[src/verilog/rt_config_pkg.sv]
`default_nettype none

package rt_config_pkg;

	// node store
	localparam int NODE_ID_W = 8;
	localparam int NUM_NODES = 256;
	localparam int NODE_W    = 32;

	// ray store
	localparam int RAY_ID_W  = 4;
	localparam int NUM_RAYS  = 16;

	// fixed-point coordinate, signed
	localparam int COORD_W   = 16;

	// ray word is {x, y, z, neg_x, neg_y, neg_z}, origin first
	localparam int RAY_W     = 3 * COORD_W + 3;

	// leaf payload
	localparam int LIST_W    = 16;
	localparam int COUNT_W   = 6;

endpackage

`default_nettype wire
[src/verilog/rt_types_pkg.sv]
`default_nettype none

package rt_types_pkg;
	import rt_config_pkg::*;

	localparam int KIND_W = 2;

	// node kind codes, split axis for inner nodes
	localparam logic [KIND_W-1:0] NODE_SPLIT_X = 2'd0;
	localparam logic [KIND_W-1:0] NODE_SPLIT_Y = 2'd1;
	localparam logic [KIND_W-1:0] NODE_SPLIT_Z = 2'd2;
	localparam logic [KIND_W-1:0] NODE_LEAF    = 2'd3;

	localparam int INNER_PAD_W = NODE_W - KIND_W - COORD_W - NODE_ID_W;
	localparam int LEAF_PAD_W  = NODE_W - KIND_W - LIST_W - COUNT_W;

	// inner node, children sit at left and left + 1
	typedef struct packed {
		logic [KIND_W-1:0]      kind;
		logic [COORD_W-1:0]     split;
		logic [NODE_ID_W-1:0]   left;
		logic [INNER_PAD_W-1:0] pad;
	} inner_node_t;

	typedef struct packed {
		logic [KIND_W-1:0]     kind;
		logic [LIST_W-1:0]     list;
		logic [COUNT_W-1:0]    count;
		logic [LEAF_PAD_W-1:0] pad;
	} leaf_node_t;

	// one node word, kind field is common to both views
	typedef union packed {
		inner_node_t inner;
		leaf_node_t  leaf;
	} tree_node_u;

endpackage

`default_nettype wire

[src/verilog/trav_step.sv]
`default_nettype none

module trav_step
	import rt_config_pkg::*;
	import rt_types_pkg::*;
(
	input  logic                clk,
	input  logic                rst,

	input  logic                in_valid,
	input  logic [RAY_ID_W-1:0] in_ray_id,
	input  tree_node_u          in_node,
	input  logic [COORD_W-1:0]  in_origin,
	input  logic                in_dir_neg,
	output logic                in_stall,

	output logic                res_valid,
	output logic [RAY_ID_W-1:0] res_ray_id,
	output logic                res_leaf,
	output logic [LIST_W-1:0]   res_value,
	output logic [COUNT_W-1:0]  res_count,
	input  logic                res_stall
);

	logic                 is_leaf;
	logic                 upper;
	logic [NODE_ID_W-1:0] next_id;
	logic                 accept;

	assign in_stall = res_valid && res_stall;
	assign accept   = in_valid && !in_stall;

	assign is_leaf = (in_node.leaf.kind == NODE_LEAF);

	// signed fixed-point compare, flipped for a negative direction
	assign upper = ($signed(in_origin) >= $signed(in_node.inner.split)) ^ in_dir_neg;

	// children are adjacent, upper one follows the left id
	assign next_id = in_node.inner.left + NODE_ID_W'(upper);

	always_ff @(posedge clk) begin
		if (rst) begin
			res_valid <= 1'b0;
		end else if (!in_stall) begin
			res_valid <= in_valid;
		end
	end

	always_ff @(posedge clk) begin
		if (accept) begin
			res_ray_id <= in_ray_id;
			res_leaf   <= is_leaf;
			if (is_leaf) begin
				res_value <= in_node.leaf.list;
				res_count <= in_node.leaf.count;
			end else begin
				res_value <= LIST_W'(next_id);
				res_count <= '0;
			end
		end
	end

endmodule

`default_nettype wire

[config.mk]
export PLATFORM = sky130hd
export DESIGN_NAME = trav_step
export DESIGN_NICKNAME = d
export VERILOG_FILES = /design/src/verilog/rt_config_pkg.sv /design/src/verilog/rt_types_pkg.sv /design/src/verilog/trav_step.sv
export SDC_FILE = /design/constraint.sdc
export NUM_CORES = 1
export LEC_CHECK = 0
export ABC_CLOCK_PERIOD_IN_PS = 8380
export BUFFER_PORTS_ARGS = -buffer_cell sky130_fd_sc_hd__buf_2
export CAP_MARGIN = 10
export CELL_PAD_IN_SITES_DETAIL_PLACEMENT = 1
export CELL_PAD_IN_SITES_GLOBAL_PLACEMENT = 1
export CORE_ASPECT_RATIO = 0.75
export CORE_MARGIN = 2
export CORE_UTILIZATION = 35
export DETAILED_ROUTE_END_ITERATION = 16
export PLACE_DENSITY = 0.87
export SLEW_MARGIN = 25
export SYNTH_ARGS = -nofsm -noshare
export SYNTH_HDL_FRONTEND = slang
export SYNTH_SLANG_ARGS = --single-unit
[constraint.sdc]
create_clock -name clk -period 8.38 [get_ports clk]
set_input_delay 0.838 -clock clk [delete_from_list [all_inputs] [get_ports clk]]
set_output_delay 0.838 -clock clk [all_outputs]
set_load 0.02 [all_outputs]
==> summary.txt <==
Clock tree
  – Clock Tree Buf Depth: 2
  – Clk sink count: 28
  – Skew-Pair Late Insertion Delay: 270 ps
  – # resized after CTS: 0
  – Hold Buf Count CTS: 0
  – Post-CTS Setup Repair Bufs: 0
  – TritonCTS buffer count: 3
  – CTS tree: done
  – Clock Pin Slew Worst Setup and Hold Paths: 90 ps
  – Root Buffer: clkbuf_8
  – H-tree depth: 1

Timing
  – Final worst path period need: 3300 ps
  – Hold Vio Cnt, Final: 0
  – Max-slew headroom: 47.9%
  – Worst Tran Pin Value: 780 ps
  – Tcrit/Tclk final: 39.4%
  – Skew final: 1.68 ps
  – F_max: 303 MHz
  – Setup-failing EPs final: 0
  – Final Slew Violations: 0
  – Setup TNS: 0 ps
  – RSZ-0062 raised after global routing: false

Floorplanning
  – Starting density of the core: 36.3%
  – Die height: 62.8 µm
  – Core Region: 0.00444 mm²
  – Die area: 0.00517 mm²
  – Site Rows: 21
  – Die Wd: 82.4 µm
  – I/O pin total: 86

Synthesis
  – Syn_area_per_cell: 11.3 µm²
  – Synth top cells by count: 27 x edfxtp_1, 18 x ha_1, 18 x inv_1, 17 x nor2_1, 11 x a21oi_1
  – Syn Nets: 217
  – Post-Syn Area: 0.00161 mm²
  – Top cells by area, synth: edfxtp_1 50%, ha_1 14%, inv_1 4.2%
  – Seq/Total Area, Yosys: 51.6%
  – Ys flop type: edfxtp_1
  – Post-synthesis cell type count: 32
  – Synthesized flop and latch total: 28
  – Post-Synthesis Cells: 142
  – Post-synth EDFFs: 27
  – Count leader, synth: edfxtp_1
  – Top-area cell type share of the netlist area: 50.3%
  – Post-synth top area cell: edfxtp_1
  – Ys Warns: 0
  – Asr flop ratio synth: 0%

Finish
  – Final instance area: 0.00214 mm²
  – Fill count: 520
  – Multi-input logic area: 708 µm²
  – Fin nets: 300
  – Area Overhead vs Synth: 32.5%
  – Layout cells sized above 1: 41.1%
  – N_diodes: 0
  – Storage cell area: 831 µm²

GRT
  – Largest net degree at the start of global routing: 28
  – Grt total ovfl: 0
  – Total track usage: 14.9%
  – First-pass GRT wire length: 5990 µm
  – Initial antenna violation count: 0
  – Vias in the first global route: 1353

Detailed routing
  – Final wirelength: 3810 µm
  – Post-DRT Antenna Nets: 0
  – DRC: 0
  – TritonRoute pass-1 iters: 4
  – Via Count: 1331
  – Via/cell ratio: 4.74
  – Drt wl/cell: 13.6 µm
  – First DRT Iteration DRCs: 57

Power
  – Worst VDD drop: 63.9 µV
  – Sequential power share: 51.6%
  – Static Leak: 0.00105 µW
  – PwrDens: 152 mW/mm²
  – Clk pwr share: 25.4%
  – Power Internal: 237 µW
  – Sw frac: 26.8%
  – Logic pwr share: 23.1%
  – P_sw: 86.9 µW

Placed design
  – PortBufs: 79
  – Hpwl dp: 3190 µm
  – Routability cong.: 0.811
  – Placed cell areas: 0.00208 mm²

Critical path
  – Crit Path Max Fanout: 3
  – Crit path launch type: input port
  – Arrival @ worst endpoint: 3290 ps
  – Crit path kind: input port to register
  – CP Capture Type: register
  – CP required: 8370 ps

Min path
  – Worst hold path class: register to register

Status
  – Outcome: complete, no violations

Run
  – Max cap viols: 0
## layer usage
metal | routed length [µm] | part of all wire, % | global-route usage [%] | vias to the layer above
met2 | 1990 | 52 | 27.0 | 34
li1 | - | - | - | 676
met1 | 1600 | 42 | 18.4 | 617
met3 | 181 | 4.7 | 1.16 | 4
met5 | 0 | 0 | 0 | -
met4 | 42 | 1.1 | 4.38 | 0
## cell type report
| cell class | count | area share, % |
|---|---|---|
| clock buffers | 4 | 2.58 |
| inverters | 18 | 3.16 |
| multi-input cells | 94 | 33.2 |
| flip-flops and latches | 28 | 38.9 |
| well taps | 57 | 3.34 |
| repair buffers | 80 | 18.9 |
## registers in the layout, summed over array words and instances (netlist names)
| register | flops |
|---|---|
| res_valid | 1 |
| res_count | 6 |
| res_ray_id | 4 |
| res_value | 16 |
| res_leaf | 1 |
## kinds of logic after synthesis
group	Yosys count	share of synthesized area, %
buf+inv	20	4.66
flops	28	51.6
mux	1	0.699
fa+ha+maj	18	14.0
simple gates	49	17.3
compound gates	20	8.54
xor+xnor	6	3.26
## final timing paths
kind	to	slack (ps)	depth (start not counted)	startpoint
setup / recovery	res_value[7]	5080	13	in_node[25]
hold reg to reg	res_valid	640	3	res_valid
setup reg to reg	res_value[0]	7140	3	res_valid
hold / removal	res_valid	640	3	res_valid
## power by group through the flow
stage	clock network [µW]	logic (µW)	registers, µW
after floorplan	0	31.4	183
after global placement	0	73.1	170
after detailed placement	0	75.4	171
after CTS	82.4	75.8	167
after global routing	89.5	83.1	168
final	82.2	74.8	167
## stage by stage
| stage | cells | hold WS [ps] | power (µW) | worst slack [ps] | util (%) |
|---|---|---|---|---|---|
| 2_1_floorplan | 142 | 786 | 215 | 5180 | - |
| 3_3_place_gp | 277 | 620 | 243 | 4870 | 46.9 |
| 3_5_place_dp | 277 | 634 | 246 | 4790 | 46.9 |
| 4_1_cts | 281 | 648 | 326 | 5050 | 48.1 |
| 5_1_grt | 281 | 676 | 341 | 4850 | 48.1 |
| 6_report | 281 | 641 | 324 | 5080 | 48.1 |
## worst max-delay path, cell delays in order
cell     delay (ps)
buf_2            80
inv_1            50
ha_1            310
nand4_1         230
nor4_2          370
or4_1           160
nor4_1           40
or3b_1          380
ha_1            210
and3_1          220
nand3_1         110
xor2_1          190
a21oi_1         100
## layout by cell type (no fill, tap or decap)
master | synthesis | routed
and2b_2 | 1 | 1
inv_1 | 18 | 18
nor4_1 | 2 | 2
or4_1 | 1 | 1
buf_4 | 0 | 1
nand2_1 | 4 | 4
o31ai_1 | 1 | 1
ha_1 | 18 | 18
edfxtp_1 | 27 | 27
dfxtp_1 | 1 | 1
nor4_2 | 1 | 1
nor2b_1 | 2 | 1
nor2_1 | 17 | 17
xor2_1 | 5 | 5
nand4_1 | 3 | 3
o21ai_1 | 2 | 2
a21o_2 | 1 | 1
or3b_1 | 1 | 1
a21o_1 | 1 | 1
and2_1 | 1 | 1
buf_2 | 0 | 79
o211ai_1 | 1 | 1
o21ai_0 | 1 | 1
a21oi_1 | 11 | 11
a2111oi_4 | 1 | 1
nor2b_2 | 1 | 2
nand3_1 | 5 | 5
nand4_4 | 1 | 1
or2b_1 | 1 | 1
and3_1 | 8 | 8
o32ai_1 | 1 | 1
xnor2_1 | 1 | 1
clkbuf_8 | 0 | 4
mux2_2 | 1 | 1
Power figures use the tool's default switching activity.
