File: src/verilog/rt_config_pkg.sv
`default_nettype none

package rt_config_pkg;

	// node store
	localparam int NODE_ID_W = 8;
	localparam int NUM_NODES = 256;
	localparam int NODE_W    = 32;

	// ray store
	localparam int RAY_ID_W  = 4;
	localparam int NUM_RAYS  = 16;

	// fixed-point coordinate, signed
	localparam int COORD_W   = 16;

	// ray word is {x, y, z, neg_x, neg_y, neg_z}, origin first
	localparam int RAY_W     = 3 * COORD_W + 3;

	// leaf payload
	localparam int LIST_W    = 16;
	localparam int COUNT_W   = 6;

endpackage

`default_nettype wire
File: src/verilog/rt_types_pkg.sv
`default_nettype none

package rt_types_pkg;
	import rt_config_pkg::*;

	localparam int KIND_W = 2;

	// node kind codes, split axis for inner nodes
	localparam logic [KIND_W-1:0] NODE_SPLIT_X = 2'd0;
	localparam logic [KIND_W-1:0] NODE_SPLIT_Y = 2'd1;
	localparam logic [KIND_W-1:0] NODE_SPLIT_Z = 2'd2;
	localparam logic [KIND_W-1:0] NODE_LEAF    = 2'd3;

	localparam int INNER_PAD_W = NODE_W - KIND_W - COORD_W - NODE_ID_W;
	localparam int LEAF_PAD_W  = NODE_W - KIND_W - LIST_W - COUNT_W;

	// inner node, children sit at left and left + 1
	typedef struct packed {
		logic [KIND_W-1:0]      kind;
		logic [COORD_W-1:0]     split;
		logic [NODE_ID_W-1:0]   left;
		logic [INNER_PAD_W-1:0] pad;
	} inner_node_t;

	typedef struct packed {
		logic [KIND_W-1:0]     kind;
		logic [LIST_W-1:0]     list;
		logic [COUNT_W-1:0]    count;
		logic [LEAF_PAD_W-1:0] pad;
	} leaf_node_t;

	// one node word, kind field is common to both views
	typedef union packed {
		inner_node_t inner;
		leaf_node_t  leaf;
	} tree_node_u;

endpackage

`default_nettype wire

File: src/verilog/ray_fetch.sv
`default_nettype none

module ray_fetch
	import rt_config_pkg::*;
	import rt_types_pkg::*;
(
	input  logic                clk,
	input  logic                rst,

	// store write port
	input  logic                ray_we,
	input  logic [RAY_ID_W-1:0] ray_waddr,
	input  logic [RAY_W-1:0]    ray_wdata,

	input  logic                in_valid,
	input  logic [RAY_ID_W-1:0] in_ray_id,
	input  tree_node_u          in_node,
	output logic                in_stall,

	output logic                out_valid,
	output logic [RAY_ID_W-1:0] out_ray_id,
	output tree_node_u          out_node,
	output logic [COORD_W-1:0]  out_origin,
	output logic                out_dir_neg,
	input  logic                out_stall
);

	logic [RAY_W-1:0] ray_mem [NUM_RAYS];
	logic [RAY_W-1:0] ray_q;
	logic             accept;

	logic [COORD_W-1:0] org_x;
	logic [COORD_W-1:0] org_y;
	logic [COORD_W-1:0] org_z;

	assign in_stall = out_valid && out_stall;
	assign accept   = in_valid && !in_stall;

	always_ff @(posedge clk) begin
		if (ray_we) begin
			ray_mem[ray_waddr] <= ray_wdata;
		end
	end

	always_ff @(posedge clk) begin
		if (rst) begin
			out_valid <= 1'b0;
		end else if (!in_stall) begin
			out_valid <= in_valid;
		end
	end

	always_ff @(posedge clk) begin
		if (accept) begin
			ray_q      <= ray_mem[in_ray_id];
			out_node   <= in_node;
			out_ray_id <= in_ray_id;
		end
	end

	// unpack origin, signs are the low three bits
	assign org_x = ray_q[RAY_W-1 -: COORD_W];
	assign org_y = ray_q[RAY_W-1-COORD_W -: COORD_W];
	assign org_z = ray_q[RAY_W-1-2*COORD_W -: COORD_W];

	// pick the split axis; leaves fall through to z
	always_comb begin
		case (out_node.inner.kind)
			NODE_SPLIT_X: begin
				out_origin  = org_x;
				out_dir_neg = ray_q[2];
			end
			NODE_SPLIT_Y: begin
				out_origin  = org_y;
				out_dir_neg = ray_q[1];
			end
			default: begin
				out_origin  = org_z;
				out_dir_neg = ray_q[0];
			end
		endcase
	end

endmodule

`default_nettype wire

File: config.mk
export PLATFORM = sky130hd
export DESIGN_NAME = ray_fetch
export DESIGN_NICKNAME = d
export VERILOG_FILES = /design/src/verilog/rt_config_pkg.sv /design/src/verilog/rt_types_pkg.sv /design/src/verilog/ray_fetch.sv
export SDC_FILE = /design/constraint.sdc
export NUM_CORES = 1
export LEC_CHECK = 0
export BUFFER_PORTS_ARGS = -buffer_cell sky130_fd_sc_hd__buf_4
export CAP_MARGIN = 5
export CELL_PAD_IN_SITES_DETAIL_PLACEMENT = 1
export CELL_PAD_IN_SITES_GLOBAL_PLACEMENT = 1
export CORE_AREA = 2 2 241 267
export DETAILED_ROUTE_END_ITERATION = 7
export DIE_AREA = 0 0 243 269
export PLACE_DENSITY = 0.81
export SLEW_MARGIN = 20
export SYNTH_ARGS = -nofsm -noshare
export SYNTH_HDL_FRONTEND = slang
export SYNTH_SLANG_ARGS = --single-unit
File: constraint.sdc
create_clock -name clk -period 5.8 [get_ports clk]
set_input_delay 0.29 -clock clk [delete_from_list [all_inputs] [get_ports clk]]
set_output_delay 0.29 -clock clk [all_outputs]
set_load 0.05 [all_outputs]
==> impl_metrics.py <==
metrics = {
    "status": {
        "status": "finished clean",
    },
    "power_and_ir_drop": {
        "vdd_drop_max_uv": 217,
        "p_leak_nw": 12.7,
        "power.density_nw_per_um2": 349,
    },
    "floorplan": {
        "dieArea_um2": 65400,
        "rows": 97,
        "dieHeight_um": 269,
        "coreArea_um2": 62900,
        "die_w_um": 243,
        "ios": 151,
        "initial_utilization_pct": 53.4,
    },
    "global_routing": {
        "grt_max_degree": 97,
        "grtUsageTotal_pct": 27.5,
        "grt_pass1_wl_mm": 127,
        "grt_pass1_vias": 18100,
        "grt_antenna_before_repair": 7,
        "grt-ovfl-total": 0,
    },
    "synthesis": {
        "synth.most_common_cell": "edfxtp_1",
        "ys.flop_type": "edfxtp_1",
        "netlist_area_um2": 33600,
        "ys_types": 20,
        "syn-num-nets": 1513,
        "async_flop_share_pct": 0,
        "ys_seq_elements": 904,
        "synth_top_cells_by_count": "edfxtp_1, mux4_2, a22oi_1",
        "syn_inst": 1417,
        "synth.top_cell.area_share_pct": 80.7,
        "ys_seq_area_share_pct": 80.8,
        "synth-edff-count": 903,
        "synth_area_leaders": "edfxtp_1, mux4_2, a22oi_1",
        "syn_avg_cell_area_um2": 23.7,
        "ys_warn_count": 0,
        "yosysTopAreaCell": "edfxtp_1",
    },
    "cts": {
        "clock_path_buffers": 3,
        "cts_tree": "yes",
        "clk_latency_ns": 0.65,
        "cts_root_buf": "clkbuf_16",
        "htreeDepth": 3,
        "cts_buffers": 85,
        "cts.sinks": 904,
        "post_cts_buffers": 0,
        "clkTransAtPathRegs_ns": 0.07,
        "ctsResizeCount": 0,
        "hold_buffers": 87,
    },
    "route": {
        "dr.pass1.iters": 7,
        "drt-total-wl_mm": 88.3,
        "vias_per_cell": 6.43,
        "drtAntennaViolNets": 0,
        "wl_per_cell_um": 33.9,
        "drc": 0,
        "drt_iter0_drc": 2004,
        "vias": 16700,
    },
    "sta": {
        "max_slew_margin_pct": 23.8,
        "tightestPinTransition_ns": 1.14,
        "fin_crit_sh_pct": 50.2,
        "rsz0062_at_grt": "no",
        "final-max-slew-violation-count": 0,
        "setup_viol": 0,
        "max_freq_ghz": 0.343,
        "finalCriticalPeriod_ns": 2.91,
        "hold_violations": 0,
        "clock_skew_ns": 0.0248,
        "fin_ws_ns": 2.89,
        "finalSetupTns_ns": 0,
    },
    "placed_design": {
        "pre_cts_ws_ns": 2.82,
        "io_buffers": 150,
        "routabilityCongestion": 0.768,
        "place_hpwl_mm": 42.3,
    },
    "setup_path": {
        "critical_path_depth": 4,
        "path_cells": "buf_4, mux2i_1, o21ai_0, buf_4",
        "cp.required_ns": 5.51,
        "cp-startpoint": "out_node[30]",
        "crit_buf_inv": 2,
        "reg2regPathDepth": 4,
        "worst_path_max_delay_cell": "mux2i_1",
        "critPathArrivalTime_ns": 2.62,
        "r2r-end": "ray_q[30]",
        "timing.rr.start": "out_valid",
        "crit_type": "reg2out",
        "cp_max_fo": 18,
        "cp_common_cell": "buf_4",
        "endpoint": "out_origin[11]",
        "max_stage_delay_ns": 0.60,
        "crit_family": "buffers and inverters",
        "rrSetupSlack_ns": 3.40,
        "endpoint_kind": "output pin",
        "start_kind": "flip-flop",
    },
    "layout": {
        "synthToLayoutAreaGrowth_pct": 16.8,
        "fin_util_pct": 62.4,
        "drive_gt1_share_pct": 29.4,
        "nFillCells": 5126,
        "fin_nets": 1793,
    },
    "min_path": {
        "holdCritPathClass": "in2reg",
        "hold_start": "in_ray_id[0]",
        "hold_path_depth": 1,
    },
    "flow_run": {
        "cap_violations": 0,
    },
}
==> final cells by class <==
class,count,area [µm²],share of cell area [%]
flip-flops and latches,904,27100,69.2
repair buffers,267,2270,5.79
clock inverters,42,345,0.880
multi-input cells,439,6160,15.7
diodes,3,7.51,0.0191
well taps,841,1050,2.68
clock buffers,108,2260,5.75
==> stage by stage <==
step	hold slack, ns	area [µm²]	instances	power, mW
after floorplan	0.362	33600	1417	8.03
after global placement	0.451	35700	2363	8.33
after detailed placement	0.466	35700	2363	8.38
after CTS	0.281	39200	2600	13.7
after global routing	0.325	39200	2604	14.0
final	0.251	39200	2604	13.7
==> how the worst min path moves through the flow <==
stage,slack (ns),end
3_5_place_dp,0.47,out_valid
4_1_cts,0.28,out_ray_id[0]
6_report,0.25,out_ray_id[0]
3_3_place_gp,0.45,out_valid
5_1_grt,0.32,out_ray_id[0]
2_1_floorplan,0.36,out_valid
==> routing by layer <==
metal / part of all wire [%] / vias up / GRT usage (%) / routed length (µm)
met2: 52 / 1015 / 47.1 / 45800
met5: 0.048 / - / 0 / 42
li1: - / 6609 / - / -
met3: 8.1 / 177 / 4.76 / 7170
met1: 37 / 8926 / 35.5 / 32500
met4: 3.1 / 6 / 10.8 / 2720
==> layout by cell type, fill, tap and decap left out <==
| cell | synthesis | final |
|---|---|---|
| a22oi_1 | 102 | 102 |
| and2_1 | 2 | 1 |
| and2_2 | 0 | 1 |
| buf_12 | 0 | 3 |
| buf_4 | 5 | 175 |
| buf_8 | 0 | 1 |
| bufinv_16 | 0 | 5 |
| clkbuf_1 | 30 | 21 |
| clkbuf_16 | 0 | 87 |
| clkbuf_8 | 0 | 1 |
| clkinv_1 | 0 | 17 |
| clkinv_2 | 0 | 11 |
| clkinv_4 | 0 | 2 |
| clkinvlp_4 | 0 | 2 |
| dfxtp_1 | 1 | 1 |
| diode_2 | 0 | 3 |
| dlygate4sd3_1 | 0 | 87 |
| edfxtp_1 | 903 | 903 |
| inv_6 | 0 | 5 |
| mux2i_1 | 17 | 17 |
| mux4_2 | 204 | 204 |
| nand2_1 | 69 | 69 |
| nand2b_1 | 2 | 2 |
| nand3_1 | 1 | 1 |
| nand3b_1 | 2 | 2 |
| nor2_1 | 15 | 2 |
| nor2_4 | 0 | 13 |
| nor2b_4 | 0 | 3 |
| nor3_2 | 0 | 4 |
| o21ai_0 | 17 | 17 |
| or3b_2 | 1 | 1 |
==> power breakdown <==
part / switching [mW] / total [mW] / internal (mW)
clock network: 2.40 / 5.38 / 2.98
registers: 0.0686 / 7.44 / 7.38
logic: 0.546 / 0.877 / 0.331
==> worst register-to-register path: stages, from the launching register on <==
cell     delay (ns)
dfxtp_1        0.33
and2_1         0.19
nor2b_4        0.12
buf_4          0.45
buf_4          0.89
==> sequential cells by signal, summed over array words and instances, names as in the netlist <==
signal / cells
ray_mem: 816
out_ray_id: 4
ray_q: 51
out_valid: 1
out_node: 32
==> cell families after synthesis <==
kind of cell / Yosys count / share of synthesized area (%)
AND/OR/NAND/NOR: 99 / 1.21
buffers and inverters: 74 / 1.27
flip-flops: 904 / 80.8
AO/OA/AOI/OAI: 119 / 2.53
multiplexers: 221 / 14.2
Power figures use the tool's default switching activity.
