--- config.mk ---
export PLATFORM = sky130hd
export DESIGN_NAME = job_arbiter
export DESIGN_NICKNAME = d
export VERILOG_FILES = /design/src/verilog/rt_config_pkg.sv /design/src/verilog/job_arbiter.sv
export SDC_FILE = /design/constraint.sdc
export NUM_CORES = 1
export LEC_CHECK = 0
export BUFFER_PORTS_ARGS = -buffer_cell sky130_fd_sc_hd__clkbuf_2
export CAP_MARGIN = 20
export CORE_AREA = 4 4 46 48
export CTS_BUF_LIST = sky130_fd_sc_hd__clkbuf_8 sky130_fd_sc_hd__clkbuf_16
export DETAILED_ROUTE_END_ITERATION = 6
export DIE_AREA = 0 0 50 52
export GPL_ROUTABILITY_DRIVEN = 0
export PLACE_DENSITY_LB_ADDON = 0.12
export SLEW_MARGIN = 0
export SYNTH_ARGS = -nofsm -noshare
export SYNTH_HDL_FRONTEND = slang
export SYNTH_SLANG_ARGS = --single-unit
export TNS_END_PERCENT = 10
--- constraint.sdc ---
create_clock -name clk -period 1.9 [get_ports clk]
set_clock_uncertainty 0.15 [all_clocks]
set_input_delay 0.38 -clock clk [delete_from_list [all_inputs] [get_ports clk]]
set_output_delay 0.38 -clock clk [all_outputs]
set_load 0.02 [all_outputs]
--- src/verilog/rt_config_pkg.sv ---
`default_nettype none

package rt_config_pkg;

	// node store
	localparam int NODE_ID_W = 8;
	localparam int NUM_NODES = 256;
	localparam int NODE_W    = 32;

	// ray store
	localparam int RAY_ID_W  = 4;
	localparam int NUM_RAYS  = 16;

	// fixed-point coordinate, signed
	localparam int COORD_W   = 16;

	// ray word is {x, y, z, neg_x, neg_y, neg_z}, origin first
	localparam int RAY_W     = 3 * COORD_W + 3;

	// leaf payload
	localparam int LIST_W    = 16;
	localparam int COUNT_W   = 6;

endpackage

`default_nettype wire
--- src/verilog/job_arbiter.sv ---
`default_nettype none

module job_arbiter
	import rt_config_pkg::*;
(
	input  logic                 clk,
	input  logic                 rst,

	input  logic                 new_valid,
	input  logic [RAY_ID_W-1:0]  new_ray_id,
	input  logic [NODE_ID_W-1:0] new_node_id,
	output logic                 new_stall,

	input  logic                 rst_valid,
	input  logic [RAY_ID_W-1:0]  rst_ray_id,
	input  logic [NODE_ID_W-1:0] rst_node_id,
	output logic                 rst_stall,

	output logic                 out_valid,
	output logic [RAY_ID_W-1:0]  out_ray_id,
	output logic [NODE_ID_W-1:0] out_node_id,
	input  logic                 out_stall
);

	logic last_new;
	logic grant_new;
	logic grant_rst;
	logic hold;

	// output register full and not drained
	assign hold = out_valid && out_stall;

	// new rays win unless a restart waits and new won last time
	assign grant_new = new_valid && (!rst_valid || !last_new);
	assign grant_rst = rst_valid && !grant_new;

	assign new_stall = hold || (new_valid && !grant_new);
	assign rst_stall = hold || (rst_valid && !grant_rst);

	always_ff @(posedge clk) begin
		if (rst) begin
			last_new  <= 1'b0;
			out_valid <= 1'b0;
		end else if (!hold) begin
			out_valid <= grant_new || grant_rst;
			// flag only moves on an actual grant
			if (grant_new || grant_rst) begin
				last_new <= grant_new;
			end
		end
	end

	always_ff @(posedge clk) begin
		if (!hold) begin
			if (grant_new) begin
				out_ray_id  <= new_ray_id;
				out_node_id <= new_node_id;
			end else begin
				out_ray_id  <= rst_ray_id;
				out_node_id <= rst_node_id;
			end
		end
	end

endmodule

`default_nettype wire

==> results of run 1 <==
cell type report:
| cell class | count | area share (%) |
|---|---|---|
| inverters | 1 | 0.387 |
| clock buffers | 4 | 5.67 |
| repair buffers | 46 | 24.5 |
| multi-input cells | 22 | 25.0 |
| flip-flops and latches | 14 | 41.2 |
| well taps | 25 | 3.22 |
critical path, stage by stage, from the launching register on:
cell      delay (ns)
dfxtp_1         0.42
inv_1           0.08
o21ai_0         0.17
clkbuf_2        0.19
power by group:
group	internal, mW	switching (mW)
registers	0.369	0.0101
clock network	0.183	0.0963
logic	0.0846	0.0841
total	0.636	0.191
cell usage in the layout (no fill, tap or decap):
cell and instances:
buf_4 3, mux2_4 10, a21boi_4 1, dfxtp_1 2, a21oi_1 1, mux2_2 2, nand2_1 2, and2_1 1
a21bo_2 1, clkbuf_2 43, clkbuf_8 4, edfxtp_1 12, inv_1 1, o21ai_0 2, a221oi_1 1, nor2_1 1
layer usage:
| metal | share of wire, % | up-vias |
|---|---|---|
| met5 | 0 | - |
| met4 | 0 | 0 |
| met3 | 8.5 | 0 |
| met2 | 52 | 31 |
| met1 | 40 | 218 |
| li1 | - | 243 |
flip-flops by register name, indices dropped and copies added (netlist names):
register	count
out_node_id	8
out_ray_id	4
last_new	1
out_valid	1
worst min path at each step:
stage | depth (start not counted) | to | slack, ns | startpoint
floorplan | 1 | out_valid$_SDFFE_PP0N_ | 0.30 | rst
global placement | 2 | last_new$_SDFFE_PP0P_ | 0.40 | last_new$_SDFFE_PP0P_
finish | 2 | out_valid$_SDFFE_PP0N_ | 0.16 | rst
global route | 2 | out_valid$_SDFFE_PP0N_ | 0.16 | rst
CTS | 2 | out_valid$_SDFFE_PP0N_ | 0.16 | rst
detailed placement | 2 | last_new$_SDFFE_PP0P_ | 0.40 | last_new$_SDFFE_PP0P_
stage by stage:
stage                     instances  area (sq um)  hold slack [ns]  setup slack, ns
final                           112           971            0.163            0.284
after global routing            112           971            0.158            0.208
after CTS                       112           971            0.159            0.280
after detailed placement        108           916            0.398            0.305
after global placement          108           916            0.399            0.319
after floorplan                  38           667            0.299            0.252
kinds of logic after synthesis:
| kind of cell | Yosys count |
|---|---|
| flip-flops | 14 |
| multiplexers | 12 |
| AO/OA/AOI/OAI | 6 |
| AND/OR/NAND/NOR | 4 |
| buffers and inverters | 2 |
==> metrics.md, run 1 <==
| Metric | Value |
|---|---|
| Sequential share of the synthesized area | `60.0%` |
| Flop2flop setup slack | `0.49 ns` |
| Min-Delay Path Class | `input pin to register` |
| Fraction of layout cells with a size suffix above 1 | `73.6%` |
| Tot GR Track Use | `10.2%` |
| Unrepaired setup endpoints after global routing | `false` |
| Ys async rst share | `0%` |
| FP Rows | `15` |
| # diodes | `0` |
| Period utilisation layout | `85.1%` |
| Worst slew pin tran | `0.235 ns` |
| First-pass GRT wire length | `2050 um` |
| Fill cells | `151` |
| DRT iter0 DRCs | `3` |
| Synthesized instance count | `38` |
| Nets | `117` |
| Placeable Area | `0.00171 sq mm` |
| Compound-Gate Fraction of Synth Area | `7.88%` |
| Largest net degree at the start of global routing | `15` |
| Initial antenna violation count | `0` |
| Busiest grt layer | `met2` |
| Worst r2r dst | `out_ray_id[0]$_DFFE_PN_` |
| Vias in the first global route | `488` |
| Area of the multi-input gates | `243 sq um` |
| Root Driver | `clkbuf_8` |
| Total power | `0.827 mW` |
| Max-cap violation count | `0` |
| CP Max Fanout | `4` |
| Post-CTS Setup Bufs | `0` |
| Post-Synth Adder-Cell Area | `0%` |
| Final hold vios | `0` |
| TritonCTS clock tree | `done` |
| Leading cell types by count after synthesis | `edfxtp_1, mux2_4` |
| Post-synthesis xor/xnor area fraction | `0%` |
| Syn-to-layout area delta | `45.6%` |
| GRT met2 Usage | `18.7%` |
| Area share of the largest cell type after synthesis | `54.0%` |
| Routed WL per cell | `11.8 um` |
| Post-Syn Area | `667 sq um` |
| Final ANT Viol Nets | `0` |
| Vias per inst | `4.39` |
| Req. time, crit path | `1.37 ns` |
| H-Tree Depth | `1` |
| Register area | `400 sq um` |
| Met1 Usage GRT | `12.3%` |
| Finish-stage setup viols | `0` |
| Longest Clk Path Bufs | `2` |
| # DRC | `0` |
| Met3 usage | `1.72%` |
| Die H | `52 um` |
| Top post-synthesis cells by area | `edfxtp_1, mux2_4, dfxtp_1, mux2_2, buf_12` |
| Startpoint types | `register` |
| Leak Pwr | `0.482 nW` |
| Chip width | `50 um` |
| FF-to-FF Start | `last_new$_SDFFE_PP0P_` |
| Slew Limit Fails | `0` |
| Total grt overflow | `0` |
| Utilization after layout | `56.8%` |
| Largest family of logic cells by synthesized area | `multiplexers` |
| CTS buffer count | `3` |
| Net Count, Synth | `67` |
| Synth Area in Simple Gates | `2.63%` |
| Final WL | `1320 um` |
| Worst R2R Path Depth | `3` |
| Fmax | `619 MHz` |
| Seq cells post-synth | `14` |
| Reg clk slew, reported paths | `0.06 ns` |
| Avg Synthesized Cell Area | `17.5 sq um` |
| # hold bufs at CTS | `0` |
| Power Dens Cells | `851 mW/mm^2` |
| Synth Flop Type | `edfxtp_1` |
| Final worst path period need | `1.62 ns` |
| EDFF count, synth | `12` |
| Initial Utilization | `39.0%` |
| Skew-Pair Late Insertion Delay | `0.23 ns` |
| Distinct cells, synth | `14` |
| CTS resizes | `0` |
| Outcome | `completed` |
| Setup CP Type | `register to primary output` |
| Largest area contributor in the netlist | `edfxtp_1` |
| Critical path arrival | `1.09 ns` |
| Num ports | `44` |
| Mux share of post-synthesis cell area | `25.9%` |
| Rel. slew slack | `84.3%` |
| Clock Sinks | `14` |
| Critical Path Source | `last_new$_SDFFE_PP0P_` |
| Peak VDD IR | `0.000456 V` |
| Setup tns final | `0 ns` |
| Drt pass-1 iters | `3` |
| Via count | `492` |
| Number of port buffers | `43` |
| Count leader, synth | `edfxtp_1` |
| Worst Setup EP | `new_stall` |
| Yosys warns | `0` |
| Die area | `0.00260 sq mm` |
| Crit. End Element | `primary output` |
No activity file was read; power rests on OpenSTA's default activity.
==> run 2: changes to the inputs <==
==> constraint.sdc (replaced) <==
create_clock -name clk -period 1.9 [get_ports clk]
set_clock_uncertainty 0.15 [all_clocks]
set_input_delay 0.19 -clock clk [delete_from_list [all_inputs] [get_ports clk]]
set_output_delay 0.19 -clock clk [all_outputs]
set_load 0.02 [all_outputs]
==> run 2 against run 1 <==
  * Worst hold slack got worse by 0.064 ns
  * Global-route usage fell by 0.093 points
  * Via count up 0.61%
  * Critical endpoint is now rst_stall
==> metrics.md, run 2 (synthesis gave the netlist of run 1 again) <==
| Metric | Value |
|---|---|
| Post-CTS Setup Bufs | `0 (unchanged)` |
| Fraction of layout cells with a size suffix above 1 | `71.6% (was 73.6%)` |
| H-Tree Depth | `1 (unchanged)` |
| Worst Hold Launch | `rst_node_id[3] (was rst)` |
| Routed WL per cell | `11.5 um (was 11.8 um)` |
| Total grt overflow | `0 (unchanged)` |
| # diodes | `0 (unchanged)` |
| Dpl cell area | `916 sq um (unchanged)` |
| First-pass GRT wire length | `2030 um (was 2050 um)` |
| Initial Utilization | `39.0% (unchanged)` |
| WL met3 | `134 um (was 112 um)` |
| Longest Clk Path Bufs | `2 (unchanged)` |
| Vias per inst | `4.38 (was 4.39)` |
| Critical Path Source | `out_valid$_SDFFE_PP0N_ (was last_new$_SDFFE_PP0P_)` |
| Largest net degree at the start of global routing | `11 (was 15)` |
| Num ports | `44 (unchanged)` |
| Via count | `495 (was 492)` |
| Initial antenna violation count | `0 (unchanged)` |
| Final setup margin | `0.369 ns (was 0.284 ns)` |
| Peak VDD IR | `0.000530 V (was 0.000456 V)` |
| Crit. End Element | `primary output (unchanged)` |
| Met2 wire len | `699 um (was 682 um)` |
| Unrepaired setup endpoints after global routing | `false (unchanged)` |
| CP Max Fanout | `10 (was 4)` |
| Drt pass-1 iters | `1 (was 3)` |
| Vias in the first global route | `492 (was 488)` |
| Met1 Wirelength | `463 um (was 523 um)` |
| Final ANT Viol Nets | `0 (unchanged)` |
| Final hold vios | `0 (unchanged)` |
| Rel. slew slack | `76.8% (was 84.3%)` |
| Hpwl dp | `1120 um` |
| Clock Sinks | `14 (unchanged)` |
| Post-Place Setup Slack | `0.378 ns (was 0.305 ns)` |
| Most common cell after layout, fill and taps aside | `clkbuf_2 (unchanged)` |
| Critical path arrival | `1.19 ns (was 1.09 ns)` |
| Root Driver | `clkbuf_8 (unchanged)` |
| Min-Delay Path Class | `input pin to register (unchanged)` |
| Power Dens Cells | `808 mW/mm^2 (was 851 mW/mm^2)` |
| FP Rows | `15 (unchanged)` |
| FF-to-FF Start | `last_new$_SDFFE_PP0P_ (unchanged)` |
| Chip width | `50 um (unchanged)` |
| CTS resizes | `0 (unchanged)` |
| Startpoint types | `register (unchanged)` |
| DRT iter0 DRCs | `0 (was 3)` |
| Setup CP Type | `register to primary output (unchanged)` |
| Hold Worst Slack | `0.0993 ns (was 0.163 ns)` |
| Worst slew pin tran | `0.346 ns (was 0.235 ns)` |
| # hold bufs at CTS | `1 (was 0)` |
| Final WL | `1300 um (was 1320 um)` |
| Reg with most FFs | `out_node_id (unchanged)` |
| # DRC | `0 (unchanged)` |
| Tot GR Track Use | `10.1% (was 10.2%)` |
| Outcome | `completed (unchanged)` |
| Skew-Pair Late Insertion Delay | `0.23 ns (about the same)` |
| Setup tns final | `0 ns (unchanged)` |
| Most frequent cells in the layout | `clkbuf_2, edfxtp_1, mux2_4 (unchanged)` |
| Largest registers | `out_node_id x8, out_ray_id x4 (unchanged)` |
| Fin area | `971 sq um (unchanged)` |
| Leak Pwr | `0.484 nW (was 0.482 nW)` |
| Finish-stage setup viols | `0 (unchanged)` |
| DR top layer | `met3 (unchanged)` |
| Final worst path period need | `1.53 ns (was 1.62 ns)` |
| Fmax | `653 MHz (was 619 MHz)` |
| Req. time, crit path | `1.56 ns (was 1.37 ns)` |
| Slew Limit Fails | `0 (unchanged)` |
| Max FFs per register | `8 (unchanged)` |
| Nets | `118 (was 117)` |
| Number of port buffers | `43 (unchanged)` |
| CTS buffer count | `3 (unchanged)` |
| Die area | `0.00260 sq mm (unchanged)` |
| TritonCTS clock tree | `done (unchanged)` |
| Placeable Area | `0.00171 sq mm (unchanged)` |
| Max-cap violation count | `0 (unchanged)` |
| Die H | `52 um (unchanged)` |
| Reg clk slew, reported paths | `0.06 ns (about the same)` |
| Period utilisation layout | `80.6% (was 85.1%)` |
| Syn-to-layout area delta | `45.6% (unchanged)` |
| Total power | `0.785 mW (was 0.827 mW)` |
run 2: layer usage:
metal	up-vias	track usage (%)
li1	244	-
met1	224	10.9
met2	27	18.7
met3	0	3.44
met4	0	2.76
met5	-	0
run 2: worst paths after layout:
| check | cells past startpoint | slack, ns | to |
|---|---|---|---|
| worst max register to register | 3 | 0.38 | out_node_id[7]$_DFFE_PN_ |
| worst max-delay path | 3 | 0.37 | rst_stall |
| worst min-delay path | 2 | 0.1 | out_node_id[3]$_DFFE_PN_ |
| worst min register to register | 2 | 0.41 | last_new$_SDFFE_PP0P_ |
run 2: through the flow:
stage                     std cells  util [%]
after floorplan                  38         -
after global placement          108      53.6
after detailed placement        108      53.6
after CTS                       113      56.8
after global routing            113      56.8
final                           113      56.8
run 2: power by group:
| group | total, mW | switching, mW | internal (mW) |
|---|---|---|---|
| clock | 0.236 | 0.0940 | 0.142 |
| combinational | 0.170 | 0.0844 | 0.0858 |
| sequential | 0.379 | 0.00995 | 0.369 |
run 2: cell type report:
cell class	instances	area, sq um
multi-input combinational	22	243
timing repair buffer	47	248
sequential	14	400
inverter	1	3.75
clock inverter	1	3.75
clock buffer	3	41.3
tap	25	31.3
fill	148	737
run 2: critical path: stages (launching register included):
cell	delay (ns)
dfxtp_1	0.36
nand2_1	0.24
o21ai_0	0.17
clkbuf_2	0.20
